File: src/logic/pc_config_pkg.sv
// shared widths, counts and encodings for the host config path
package pc_config_pkg;

  ////////////////////////////////////////////////////////////
  // widths and counts

  // host word as delivered by the PC link
  localparam int PC_W = 32;
  // config data carried by a register or channel word
  localparam int CONF_W = 16;
  // programmable register array
  localparam int NREG = 64;
  // configuration channels, one deserializer each
  localparam int NCHAN = 2;
  localparam int REG_ID_W = 6;
  localparam int CHAN_ID_W = 1;

  // BD passthrough fields
  localparam int LEAF_W = 6;
  localparam int BD_PAYLOAD_W = 20;

  // two 16-bit beats make one channel word
  localparam int DESER_BEATS = 2;
  localparam int CHAN_WORD_W = 32;
  localparam int BEAT_CNT_W = $clog2(DESER_BEATS);

  ////////////////////////////////////////////////////////////
  // word layout

  // bit 31 splits BD from FPGA words, bit 30 splits reg from chan
  localparam int KIND_FPGA_BIT = 31;
  localparam int KIND_CHAN_BIT = 30;
  // leaf code, reg id and chan id all start here
  localparam int FIELD_ID_LSB = 24;

  // every register comes out of reset with this value
  localparam logic [CONF_W-1:0] REG_RESET_VAL = '0;

  ////////////////////////////////////////////////////////////
  // enums

  typedef enum logic [1:0] {
    WORD_BD,
    WORD_REG,
    WORD_CHAN
  } word_kind_e;

  typedef enum logic {
    DESER_COLLECT,
    DESER_FULL
  } deser_state_e;

endpackage

File: src/logic/conf_chan_deserializer.sv
`timescale 1ns/1ps

// packs DESER_BEATS config beats into one channel word
// first beat ends up in the low half
module conf_chan_deserializer (
  input  logic clk,
  input  logic reset,

  // beats from the parser
  input  logic beat_valid,
  input  logic [pc_config_pkg::CONF_W-1:0] beat_data,
  output logic beat_ack,

  // full word to the collector
  output logic full_valid,
  output logic [pc_config_pkg::CHAN_WORD_W-1:0] full_data,
  input  logic full_ack
);

  pc_config_pkg::deser_state_e state;
  logic [pc_config_pkg::BEAT_CNT_W-1:0] beat_cnt;
  logic [pc_config_pkg::CHAN_WORD_W-1:0] shift_q;

  logic beat_xfer;
  logic full_xfer;
  logic last_beat;

  ////////////////////////////////////////////////////////////
  // handshakes

  // refuse beats while a word waits to be drained
  assign beat_ack = (state == pc_config_pkg::DESER_COLLECT);
  assign full_valid = (state == pc_config_pkg::DESER_FULL);

  assign beat_xfer = beat_valid && beat_ack;
  assign full_xfer = full_valid && full_ack;
  assign last_beat = (beat_cnt == pc_config_pkg::BEAT_CNT_W'(pc_config_pkg::DESER_BEATS - 1));

  ////////////////////////////////////////////////////////////
  // state and beat count

  always_ff @(posedge clk, posedge reset) begin
    if (reset) begin
      state <= pc_config_pkg::DESER_COLLECT;
      beat_cnt <= '0;
    end else begin
      case (state)
        pc_config_pkg::DESER_COLLECT: begin
          if (beat_xfer) begin
            if (last_beat) begin
              // word complete, hold it for the collector
              state <= pc_config_pkg::DESER_FULL;
              beat_cnt <= '0;
            end else begin
              beat_cnt <= beat_cnt + 1'b1;
            end
          end
        end
        pc_config_pkg::DESER_FULL: begin
          if (full_xfer) begin
            state <= pc_config_pkg::DESER_COLLECT;
          end
        end
        default: state <= pc_config_pkg::DESER_COLLECT;
      endcase
    end
  end

  ////////////////////////////////////////////////////////////
  // shift register

  // new beats enter at the top and move down,
  // so the oldest beat sits in the low half
  always_ff @(posedge clk) begin
    if (beat_xfer) begin
      shift_q <= {beat_data, shift_q[pc_config_pkg::CHAN_WORD_W-1:pc_config_pkg::CONF_W]};
    end
  end

  assign full_data = shift_q;

endmodule

File: config.mk
export PLATFORM = sky130hd
export DESIGN_NAME = conf_chan_deserializer
export DESIGN_NICKNAME = d
export VERILOG_FILES = /design/src/logic/pc_config_pkg.sv /design/src/logic/conf_chan_deserializer.sv
export SDC_FILE = /design/constraint.sdc
export NUM_CORES = 1
export LEC_CHECK = 0
export ABC_AREA = 1
export BUFFER_PORTS_ARGS = -buffer_cell sky130_fd_sc_hd__buf_2
export CAP_MARGIN = 20
export CORE_ASPECT_RATIO = 0.75
export CORE_MARGIN = 1.5
export CORE_UTILIZATION = 43
export CTS_CLUSTER_DIAMETER = 120
export DETAILED_ROUTE_END_ITERATION = 8
export GPL_TIMING_DRIVEN = 0
export PLACE_DENSITY = 0.88
export REMOVE_ABC_BUFFERS = 1
export SLEW_MARGIN = 20
export SYNTH_ARGS = -nofsm -noshare
export SYNTH_HDL_FRONTEND = slang
export SYNTH_SLANG_ARGS = --single-unit
File: constraint.sdc
create_clock -name clk -period 2.17 [get_ports clk]
set_input_delay 0.1085 -clock clk [delete_from_list [all_inputs] [get_ports clk]]
set_output_delay 0.1085 -clock clk [all_outputs]
set_load 0.02 [all_outputs]
==> results.txt <==
- Average cell area after synthesis: 23.1 um2
* Overall track demand over capacity in global routing: 14.0%
- The internal power of the cells totals 1140 uW.
* Total grt overflow: 0
- Most frequent cell on the critical path: inv_2
- Count of synthesis-stage warnings from yosys: 0
- Entering global routing, the biggest net connects 33 pins.
- Ratio of final minimum period to clock period: 64.4%
- Antenna violations before repair: 0
- Synthesized area: 0.00106 mm2
- Once the clock tree was built, the resizer swapped 0 gates to a different size.
* Cell area after layout: 0.00160 mm2
* Wire length after detailed routing: 1780 um
- From left edge to right edge, the die measures 60.4 um.
- The number of hold violations in the final report came to 0.
* Depth of the most critical reg-to-reg path: 3
* Ordered cell list for the critical path: inv_2 -> nand2_2 -> inv_2
* Worst Path Arrival: 1.36 ns
- The clock passes through at most 2 buffers.
- The clock tree synthesis step divided the H-tree into 2 levels.
- Critical Path RT: 2.13 ns
- Comb power frac: 24.5%
- Kind of path behind the tightest hold check: primary input to flop
* Total number of vias: 684
- The path with the worst hold slack has its endpoint at full_valid.
* Cell count after placement: 133
- Cell depth of the worst hold path: 3
* Power dissipated by switching net loads: 532 uW
* Ratio of routed vias to standard cells: 4.30
* Final worst path period need: 1.40 ns
- Count of non-filler cells in the finished layout: 159
* Detail Placement HPWL: 1190 um
- In this run, distinct cell masters in the synthesized netlist total 7.
- Measured on the finished design, the core utilization comes to 69.4%.
- Wire length per cell after detailed routing: 11.2 um
* First-iteration detailed-routing DRC count: 10
- After technology mapping, the gate count stands at 46.
- Launch point of the worst reg-to-reg path: full_valid
* Number of nets with antenna violations after routing: 0
- For this run, the register share of the synthesized area comes to 95.3%.
* Top Ports: 54
* Crit Path Category: flop to flop
* Sequential group share of total power: 56.2%
- Starting density of the core: 46.0%
- Along the worst path, the maximum fanout reaches 32.
- Setup slack of the worst register-to-register path: 0.77 ns
- Die span in y: 46.0 um
- Max-slew violation total from the final report: 0
- Number of inserted diodes: 0
- Final hold analysis gives a worst-case slack of 0.0550 ns.
* Crit path max-delay cell type: inv_2
- Clk network pwr share: 19.3%
* Hold Startpoint: beat_valid
- TritonCTS built the clock tree.
* Worst flop-to-flop path endpoint: full_data[11]
* Summed negative setup slack over all endpoints: 0 ns
- Measured against its own limit, the worst slew margin works out to 57.6%.
- Unrepaired setup endpoints after global routing: false
- Worst-skew pair later-pin latency: 0.33 ns
* Wire length of the first global-routing pass: 2580 um
- Root Driver: clkbuf_4
- Startpoint Class: flop
- Clock tree synthesis found a total of 34 sinks.
* IR drop worst, VDD: 0.651 mV
- Initial DRT Pass Iterations: 4
- Placed standard-cell area: 0.00137 mm2
- Outcome: finished, final reports clean
* Area growth from synthesis to final layout: 51.1%
* Maximum clock skew at final layout: 0.0124 ns
* Layout cell share with drive strength beyond 1: 50.4%
- For this run, the top clock speed supported by timing is 0.715 GHz.
- Clock transition at the registers of the reported paths: 0.10 ns
- On the worst path, the slowest cell contributes a delay of 0.47 ns.
* Std cell rows: 15
* Number of global-route vias before repair: 612
- Setup violations remaining at the end of the flow were counted as 0.
* Total core area: 0.00231 mm2
- Leakage: 0.000687 uW
- Type of element capturing the critical path: flop
* Count of maximum capacitance violations: 0
* Die area: 0.00278 mm2
- Number of remaining DRC errors: 0
* Number of synthesized register bits: 34
- Port buffer count: 53
- Counting the buffers created by CTS gives 5.
* Final weighted congestion in routability-driven placement: 0.707
* Actual transition at the worst max-transition pin: 0.635 ns
* Areal power density over the cells: 1040 mW/mm2
- Net switching is 31.9% of the power.
- After the last flow step, the layout net total stands at 144.
==> through the flow <==
stage               setup slack (ns)  power (uW)
floorplan                      0.461        1190
global placement               0.448        1330
detailed placement             0.363        1350
CTS                            0.349        1700
global route                   0.681        1760
finish                         0.772        1670
==> synthesized netlist by cell type <==
cell	n	area [um2]
dfrtp_1	2	50.1
edfxtp_1	32	961
inv_1	4	15.0
inv_2	1	3.75
nand2_1	4	15.0
nand2_2	1	6.26
nand3_1	2	10.0
==> how the worst max path moves through the flow <==
stage / slack [ns] / to / startpoint / cells after the start
floorplan: 0.46 / full_data[0] / full_valid / 3
global placement: 0.45 / full_data[4] / full_valid / 3
detailed placement: 0.36 / full_data[29] / full_valid / 3
CTS: 0.35 / full_data[11] / full_valid / 3
global route: 0.68 / full_data[21] / full_valid / 3
finish: 0.77 / full_data[11] / full_valid / 3
==> worst max-delay path: cells and delay by family, from the launching register on <==
family                 cells  cell delay, ns
DFF                        1            0.42
buffers and inverters      2            0.56
and+or+nand+nor            1            0.06
==> flip-flops by register name, indices dropped and copies added (netlist names) <==
register,cells
full_data,32
beat_cnt,1
full_valid,1
==> routing by layer <==
layer  part of all wire, %  GRT usage [%]  up-vias
met4                   2.0           8.00        0
met5                     0              0        -
li1                      -              -      327
met2                    51           23.9       40
met1                    36           13.6      312
met3                    11           7.39        5
==> power by group through the flow <==
stage               Sequential [uW]  Combinational, uW  Clock (uW)
floorplan                      1100               87.9           0
global placement                948                380           0
detailed placement              958                389           0
CTS                             943                414         338
global route                    954                442         364
finish                          937                409         323
==> final cells by class <==
cell class / instances / area, um2
sequential: 34 / 1010
fill: 178 / 706
timing repair buffer: 71 / 445
tap: 34 / 42.5
clock buffer: 5 / 37.5
multi-input combinational: 7 / 31.3
inverter: 5 / 18.8
clock inverter: 3 / 16.3
==> cell families (layout without fill, tap and decap cells) <==
group / Yosys count / count (layout) / synth area share [%]
flops: 34 / 34 / 95.3
simple gates: 7 / 7 / 2.95
buf+inv: 5 / 84 / 1.77
==> what timing repair did <==
action | 4_1_cts | 5_1_grt
endpoints found under the hold margin | 19 | 0
hold buffers | 18 | 0
buffers inserted | 0 | 0
==> placed cells by master, fill, tap and decap left out <==
cell type      synthesis  final
nand2_1                4      4
clkbuf_4               0      5
inv_2                  1      2
inv_1                  4      3
nand2_2                1      1
dlygate4sd3_1          0     18
edfxtp_1              32     32
dfrtp_1                2      2
buf_2                  0     53
clkinv_2               0      1
nand3_1                2      2
clkinv_1               0      1
clkinvlp_4             0      1
Note: power is estimated with default switching activity, not from simulation.
