==> config.mk <==
export PLATFORM = sky130hd
export DESIGN_NAME = pc_word_parser
export DESIGN_NICKNAME = d
export VERILOG_FILES = /design/src/logic/pc_config_pkg.sv /design/src/logic/pc_word_parser.sv
export SDC_FILE = /design/constraint.sdc
export NUM_CORES = 2
export LEC_CHECK = 0
export BUFFER_PORTS_ARGS = -buffer_cell sky130_fd_sc_hd__buf_4
export CORE_AREA = 2 2 429 431
export CTS_BUF_LIST = sky130_fd_sc_hd__clkbuf_4 sky130_fd_sc_hd__clkbuf_8 sky130_fd_sc_hd__clkbuf_16
export CTS_CLUSTER_DIAMETER = 120
export DETAILED_ROUTE_END_ITERATION = 6
export DIE_AREA = 0 0 431 433
export GPL_ROUTABILITY_DRIVEN = 1
export SLEW_MARGIN = 20
export SYNTH_ARGS = -nofsm -noshare
export SYNTH_HDL_FRONTEND = slang
export SYNTH_SLANG_ARGS = --single-unit
==> constraint.sdc <==
create_clock -name clk -period 36.4 [get_ports clk]
set_input_delay 3.64 -clock clk [delete_from_list [all_inputs] [get_ports clk]]
set_output_delay 3.64 -clock clk [all_outputs]
set_load 0.05 [all_outputs]
==> src/logic/pc_config_pkg.sv <==
// shared widths, counts and encodings for the host config path
package pc_config_pkg;

  ////////////////////////////////////////////////////////////
  // widths and counts

  // host word as delivered by the PC link
  localparam int PC_W = 32;
  // config data carried by a register or channel word
  localparam int CONF_W = 16;
  // programmable register array
  localparam int NREG = 64;
  // configuration channels, one deserializer each
  localparam int NCHAN = 2;
  localparam int REG_ID_W = 6;
  localparam int CHAN_ID_W = 1;

  // BD passthrough fields
  localparam int LEAF_W = 6;
  localparam int BD_PAYLOAD_W = 20;

  // two 16-bit beats make one channel word
  localparam int DESER_BEATS = 2;
  localparam int CHAN_WORD_W = 32;
  localparam int BEAT_CNT_W = $clog2(DESER_BEATS);

  ////////////////////////////////////////////////////////////
  // word layout

  // bit 31 splits BD from FPGA words, bit 30 splits reg from chan
  localparam int KIND_FPGA_BIT = 31;
  localparam int KIND_CHAN_BIT = 30;
  // leaf code, reg id and chan id all start here
  localparam int FIELD_ID_LSB = 24;

  // every register comes out of reset with this value
  localparam logic [CONF_W-1:0] REG_RESET_VAL = '0;

  ////////////////////////////////////////////////////////////
  // enums

  typedef enum logic [1:0] {
    WORD_BD,
    WORD_REG,
    WORD_CHAN
  } word_kind_e;

  typedef enum logic {
    DESER_COLLECT,
    DESER_FULL
  } deser_state_e;

endpackage

==> src/logic/pc_word_parser.sv <==
`timescale 1ns/1ps

// first stage of host config parsing
//
// word layout, MSB first
//   BD   : [ 0 | x | leaf_code(6) | x(4) | payload(20) ]
//   reg  : [ 1 | 0 | reg_id(6)    | x(8) | data(16)    ]
//   chan : [ 1 | 1 | chan_id(6)   | x(8) | data(16)    ]
module pc_word_parser (
  input  logic clk,
  input  logic reset,

  // host side, throttled by stall
  input  logic stall,
  input  logic pc_valid,
  input  logic [pc_config_pkg::PC_W-1:0] pc_word,
  output logic pc_ack,

  // BD-bound passthrough
  output logic bd_valid,
  output logic [pc_config_pkg::LEAF_W-1:0] bd_leaf_code,
  output logic [pc_config_pkg::BD_PAYLOAD_W-1:0] bd_payload,
  input  logic bd_ack,

  // beats to the per-channel deserializers
  output logic [pc_config_pkg::NCHAN-1:0] beat_valid,
  output logic [pc_config_pkg::CONF_W-1:0] beat_data,
  input  logic [pc_config_pkg::NCHAN-1:0] beat_ack,

  // register array
  output logic [pc_config_pkg::NREG-1:0][pc_config_pkg::CONF_W-1:0] conf_reg
);

  ////////////////////////////////////////////////////////////
  // stall gating and field split

  // the word is only offered downstream while not stalled
  logic in_valid;
  assign in_valid = pc_valid && !stall;

  pc_config_pkg::word_kind_e kind;
  logic [pc_config_pkg::REG_ID_W-1:0] reg_id;
  logic [pc_config_pkg::CHAN_ID_W-1:0] chan_sel;
  logic [pc_config_pkg::CONF_W-1:0] conf_data;

  // reg and chan words share the same id/data positions
  assign reg_id = pc_word[pc_config_pkg::FIELD_ID_LSB +: pc_config_pkg::REG_ID_W];
  // only the low bits of the chan id pick a channel
  assign chan_sel = pc_word[pc_config_pkg::FIELD_ID_LSB +: pc_config_pkg::CHAN_ID_W];
  assign conf_data = pc_word[pc_config_pkg::CONF_W-1:0];

  // classify on the top two code bits
  always_comb begin
    if (!pc_word[pc_config_pkg::KIND_FPGA_BIT]) begin
      kind = pc_config_pkg::WORD_BD;
    end else if (!pc_word[pc_config_pkg::KIND_CHAN_BIT]) begin
      kind = pc_config_pkg::WORD_REG;
    end else begin
      kind = pc_config_pkg::WORD_CHAN;
    end
  end

  ////////////////////////////////////////////////////////////
  // register array

  // reg words never wait, so valid alone is the write strobe
  logic reg_we;
  assign reg_we = in_valid && (kind == pc_config_pkg::WORD_REG);

  // new value lands on the accepting edge
  always_ff @(posedge clk, posedge reset) begin
    if (reset) begin
      for (int i = 0; i < pc_config_pkg::NREG; i++) begin
        conf_reg[i] <= pc_config_pkg::REG_RESET_VAL;
      end
    end else if (reg_we) begin
      conf_reg[reg_id] <= conf_data;
    end
  end

  ////////////////////////////////////////////////////////////
  // channel beats

  logic chan_word_in;
  assign chan_word_in = in_valid && (kind == pc_config_pkg::WORD_CHAN);

  // one-hot: exactly the addressed deserializer sees valid
  always_comb begin
    for (int i = 0; i < pc_config_pkg::NCHAN; i++) begin
      beat_valid[i] = chan_word_in && (chan_sel == pc_config_pkg::CHAN_ID_W'(i));
    end
  end

  // data is shared, valid does the steering
  assign beat_data = conf_data;

  ////////////////////////////////////////////////////////////
  // BD passthrough

  // zero cycles, straight from the gated input
  assign bd_valid = in_valid && (kind == pc_config_pkg::WORD_BD);
  assign bd_leaf_code = pc_word[pc_config_pkg::FIELD_ID_LSB +: pc_config_pkg::LEAF_W];
  assign bd_payload = pc_word[pc_config_pkg::BD_PAYLOAD_W-1:0];

  ////////////////////////////////////////////////////////////
  // host ack

  // no slack here, ack comes straight from the chosen sink
  always_comb begin
    pc_ack = 1'b0;
    if (in_valid) begin
      case (kind)
        pc_config_pkg::WORD_BD: pc_ack = bd_ack;
        pc_config_pkg::WORD_REG: pc_ack = 1'b1;
        pc_config_pkg::WORD_CHAN: pc_ack = beat_ack[chan_sel];
        default: pc_ack = 1'b0;
      endcase
    end
  end

endmodule

==> metrics.md <==
| Metric | Value |
|---|---|
| RePlAce Congestion | 0.764 |
| Antenna-violating nets left | 0 |
| Port Buffer Count | 1,096 |
| Final setup viols | 0 |
| WP data required | 32.76 ns |
| Slew Viols, Final | 0 |
| P&R area growth vs syn | 36.7% |
| Pwr dens | 49.7 nW/um^2 |
| Final WL | about 150 mm |
| Worst hold path type | reg2reg |
| Tmin final | just under 9 ns |
| Clk_lat worst skew | 0.74 ns |
| Critical Path AT | 5.20 ns |
| Crit share post-route | 24.3% |
| Syn Area/Cell | 16.5 sq um |
| RSZ-0062 raised after global routing | false |
| PostCTS Resize Cnt | 0 |
| Status | completed |
| Netlist cell types | 35 |
| Synth top area share | 64.8% |
| Largest register FFs | 1,024 |
| Commonest non-fill, non-tap cells in the layout | 1,152 x buf_4, 1,024 x dfrtp_1, 1,023 x mux2_2 |
| Clock Path Buffers | 3 |
| CP max FO | 37 |
| Initial antenna violation count | 17 |
| Largest net degree at the start of global routing | 170 |
| Clock group share of total power | 45.1% |
| Element type at the critical path end | output port |
| Num ports | between 1,000 and 1,500 |
| Crit Path Class | in2out |
| CTS tree | yes |
| Avg WL per Cell | about 25 microns |
| Drt first pass iters | 4 |
| Total gr overflow | 0 |
| Post-synthesis sequential area ratio | 64.8% |
| Power Internal | 1.97 mW |
| Sinks on the clock net | approximately 1,000 |
| Chip Width | between 400 and 500 microns |
| Post-synthesis sequential element count | around 1,000 |
| Pre-CTS setup slack | 27.52 ns |
| DR iter-0 viols | 1,402 |
| Leakage | 28.7 nW |
| Setup bufs post-CTS | 0 |
| Vert. Die Dim | 433 microns |
| Max Cap Violations | 0 |
| Detailed Place HPWL | between 100 and 150 mm |
| Drc violations | 0 |
| H-tree Lvls | 3 |
| WHS | 0.488 ns |
| Startpoint Class | input pin |
| Synth warn | 0 |
| CTS Root Cell | clkbuf_16 |
| Mapped cell area | 39,500 sq um |
| Relative max-transition margin | 23.0% |
| Final worst setup slack | 27.56 ns |
| Yosys top cell by area | dfrtp_1 |
| Most common cell after layout, fill and taps aside | buf_4 |
| Net Sw Frac | 26.7% |
| Worst-path clk slew | 0.06 ns |
| Synthesized netlist cell count | 2,397 |
| Fillcell total | 18,200 |
| Core Footprint | 182,000 sq um |
| Sequential share of power | 44.2% |
| Post-DR vias/cell | 4.21 |
| Setup Skew | 0 ns |
| Final TNS setup | 0 ns |
| Psw | 716 uW |
| Layout cells sized above 1 | 69.9% |
| Initial Utilization | 21.7% |
| Mapped Nets | approximately 2,400 |
| Global-route wire length before repair | 204 mm |
| Vias | between 20,000 and 25,000 |
| Logic pwr share | 10.7% |
| Maximum vdd ir drop | ~0.038 mV |
| Largest cells by area after synthesis | dfrtp_1 65%, mux2_2 29%, buf_4 1.3% |
| Site Rows | approximately 160 |
| Vias in the first global route | 25,800 |
| Final hold violations | 0 |
| Die Area | 187,000 sq um |
| Num CTS Buffers | 111 |
| Achievable clock frequency | about 110 MHz |
| Fin nets | 3,458 |
| GRT Total Usage | 15.5% |
| Slew @ Worst Pin | 1.15 ns |
| Hold-fix buffers, CTS | 0 |
logic make-up (layout without fill, tap and decap cells):
| family | Yosys count | in the layout | synth area share, % |
|---|---|---|---|
| AO/OA/AOI/OAI | 1 | 1 | 0.0190 |
| buffers and inverters | 250 | 1361 | 3.38 |
| flip-flops | 1024 | 1024 | 64.8 |
| multiplexers | 1024 | 1024 | 29.2 |
| other | 0 | 3 | 0 |
| AND/OR/NAND/NOR | 98 | 98 | 2.61 |
cells in the mapped netlist (all sizes together):
master / number
or2: 1
a211oi: 1
nor3: 28
or3: 1
nor3b: 6
nor4: 8
buf: 145
and3: 1
nand4bb: 1
nor2: 2
clkbuf: 103
nor4bb: 1
inv: 2
and2: 1
nand2b: 1
nand3: 26
and3b: 3
nand2: 1
dfrtp: 1024
nor2b: 1
mux2: 1024
nand4: 8
or3b: 3
nand3b: 5
worst paths after layout:
kind | startpoint | end | slack, ns | cells past startpoint
worst max register to register | conf_reg[127] | conf_reg[127] | 35.52 | 1
worst min register to register | conf_reg[767] | conf_reg[767] | 0.49 | 1
max in group asynchronous | reset | conf_reg[349] | 29.54 | 6
worst min-delay path | conf_reg[767] | conf_reg[767] | 0.49 | 1
min in group asynchronous | reset | conf_reg[554] | 3.08 | 2
worst max-delay path | pc_word[10] | bd_payload[10] | 27.56 | 3
power by group through the flow:
stage	Sequential [mW]	Combinational (mW)	Clock (mW)
after global placement	1.20	0.291	0
after CTS	1.18	0.293	1.25
after global routing	1.19	0.300	1.29
after detailed placement	1.21	0.293	0
final	1.19	0.287	1.21
after floorplan	1.31	0.0762	0
final cells by class:
type / instances / area (sq um) / share of cell area (%)
multi-input combinational: 1123 / 12700 / 23.5
sequential: 1024 / 25600 / 47.4
timing repair buffer: 1157 / 8730 / 16.1
antenna: 3 / 7.51 / 0.0139
tap: 2385 / 2980 / 5.52
clock buffer: 167 / 3380 / 6.26
clock inverter: 35 / 603 / 1.12
inverter: 2 / 15.0 / 0.0278
stage by stage:
stage	power [mW]	instances	utilization, %	instance area [sq um]
finish	2.68	5896	29.7	54000
global route	2.78	5893	29.7	54000
CTS	2.72	5892	29.7	54000
detailed placement	1.50	5690	27.5	50000
global placement	1.49	5688	27.5	50000
floorplan	1.39	2397	-	39500
routing by layer:
layer	wire length (microns)	global-route usage (%)	up-vias
li1	-	-	10400
met1	58600	18.3	13300
met2	75200	26.4	811
met3	9290	3.90	242
met4	6240	6.76	6
met5	45	0	-
worst max-delay path, stage by stage:
cell and delay [ns]:
buf_4 0.54, buf_4 0.62, buf_4 0.32
Power figures use the tool's default switching activity.
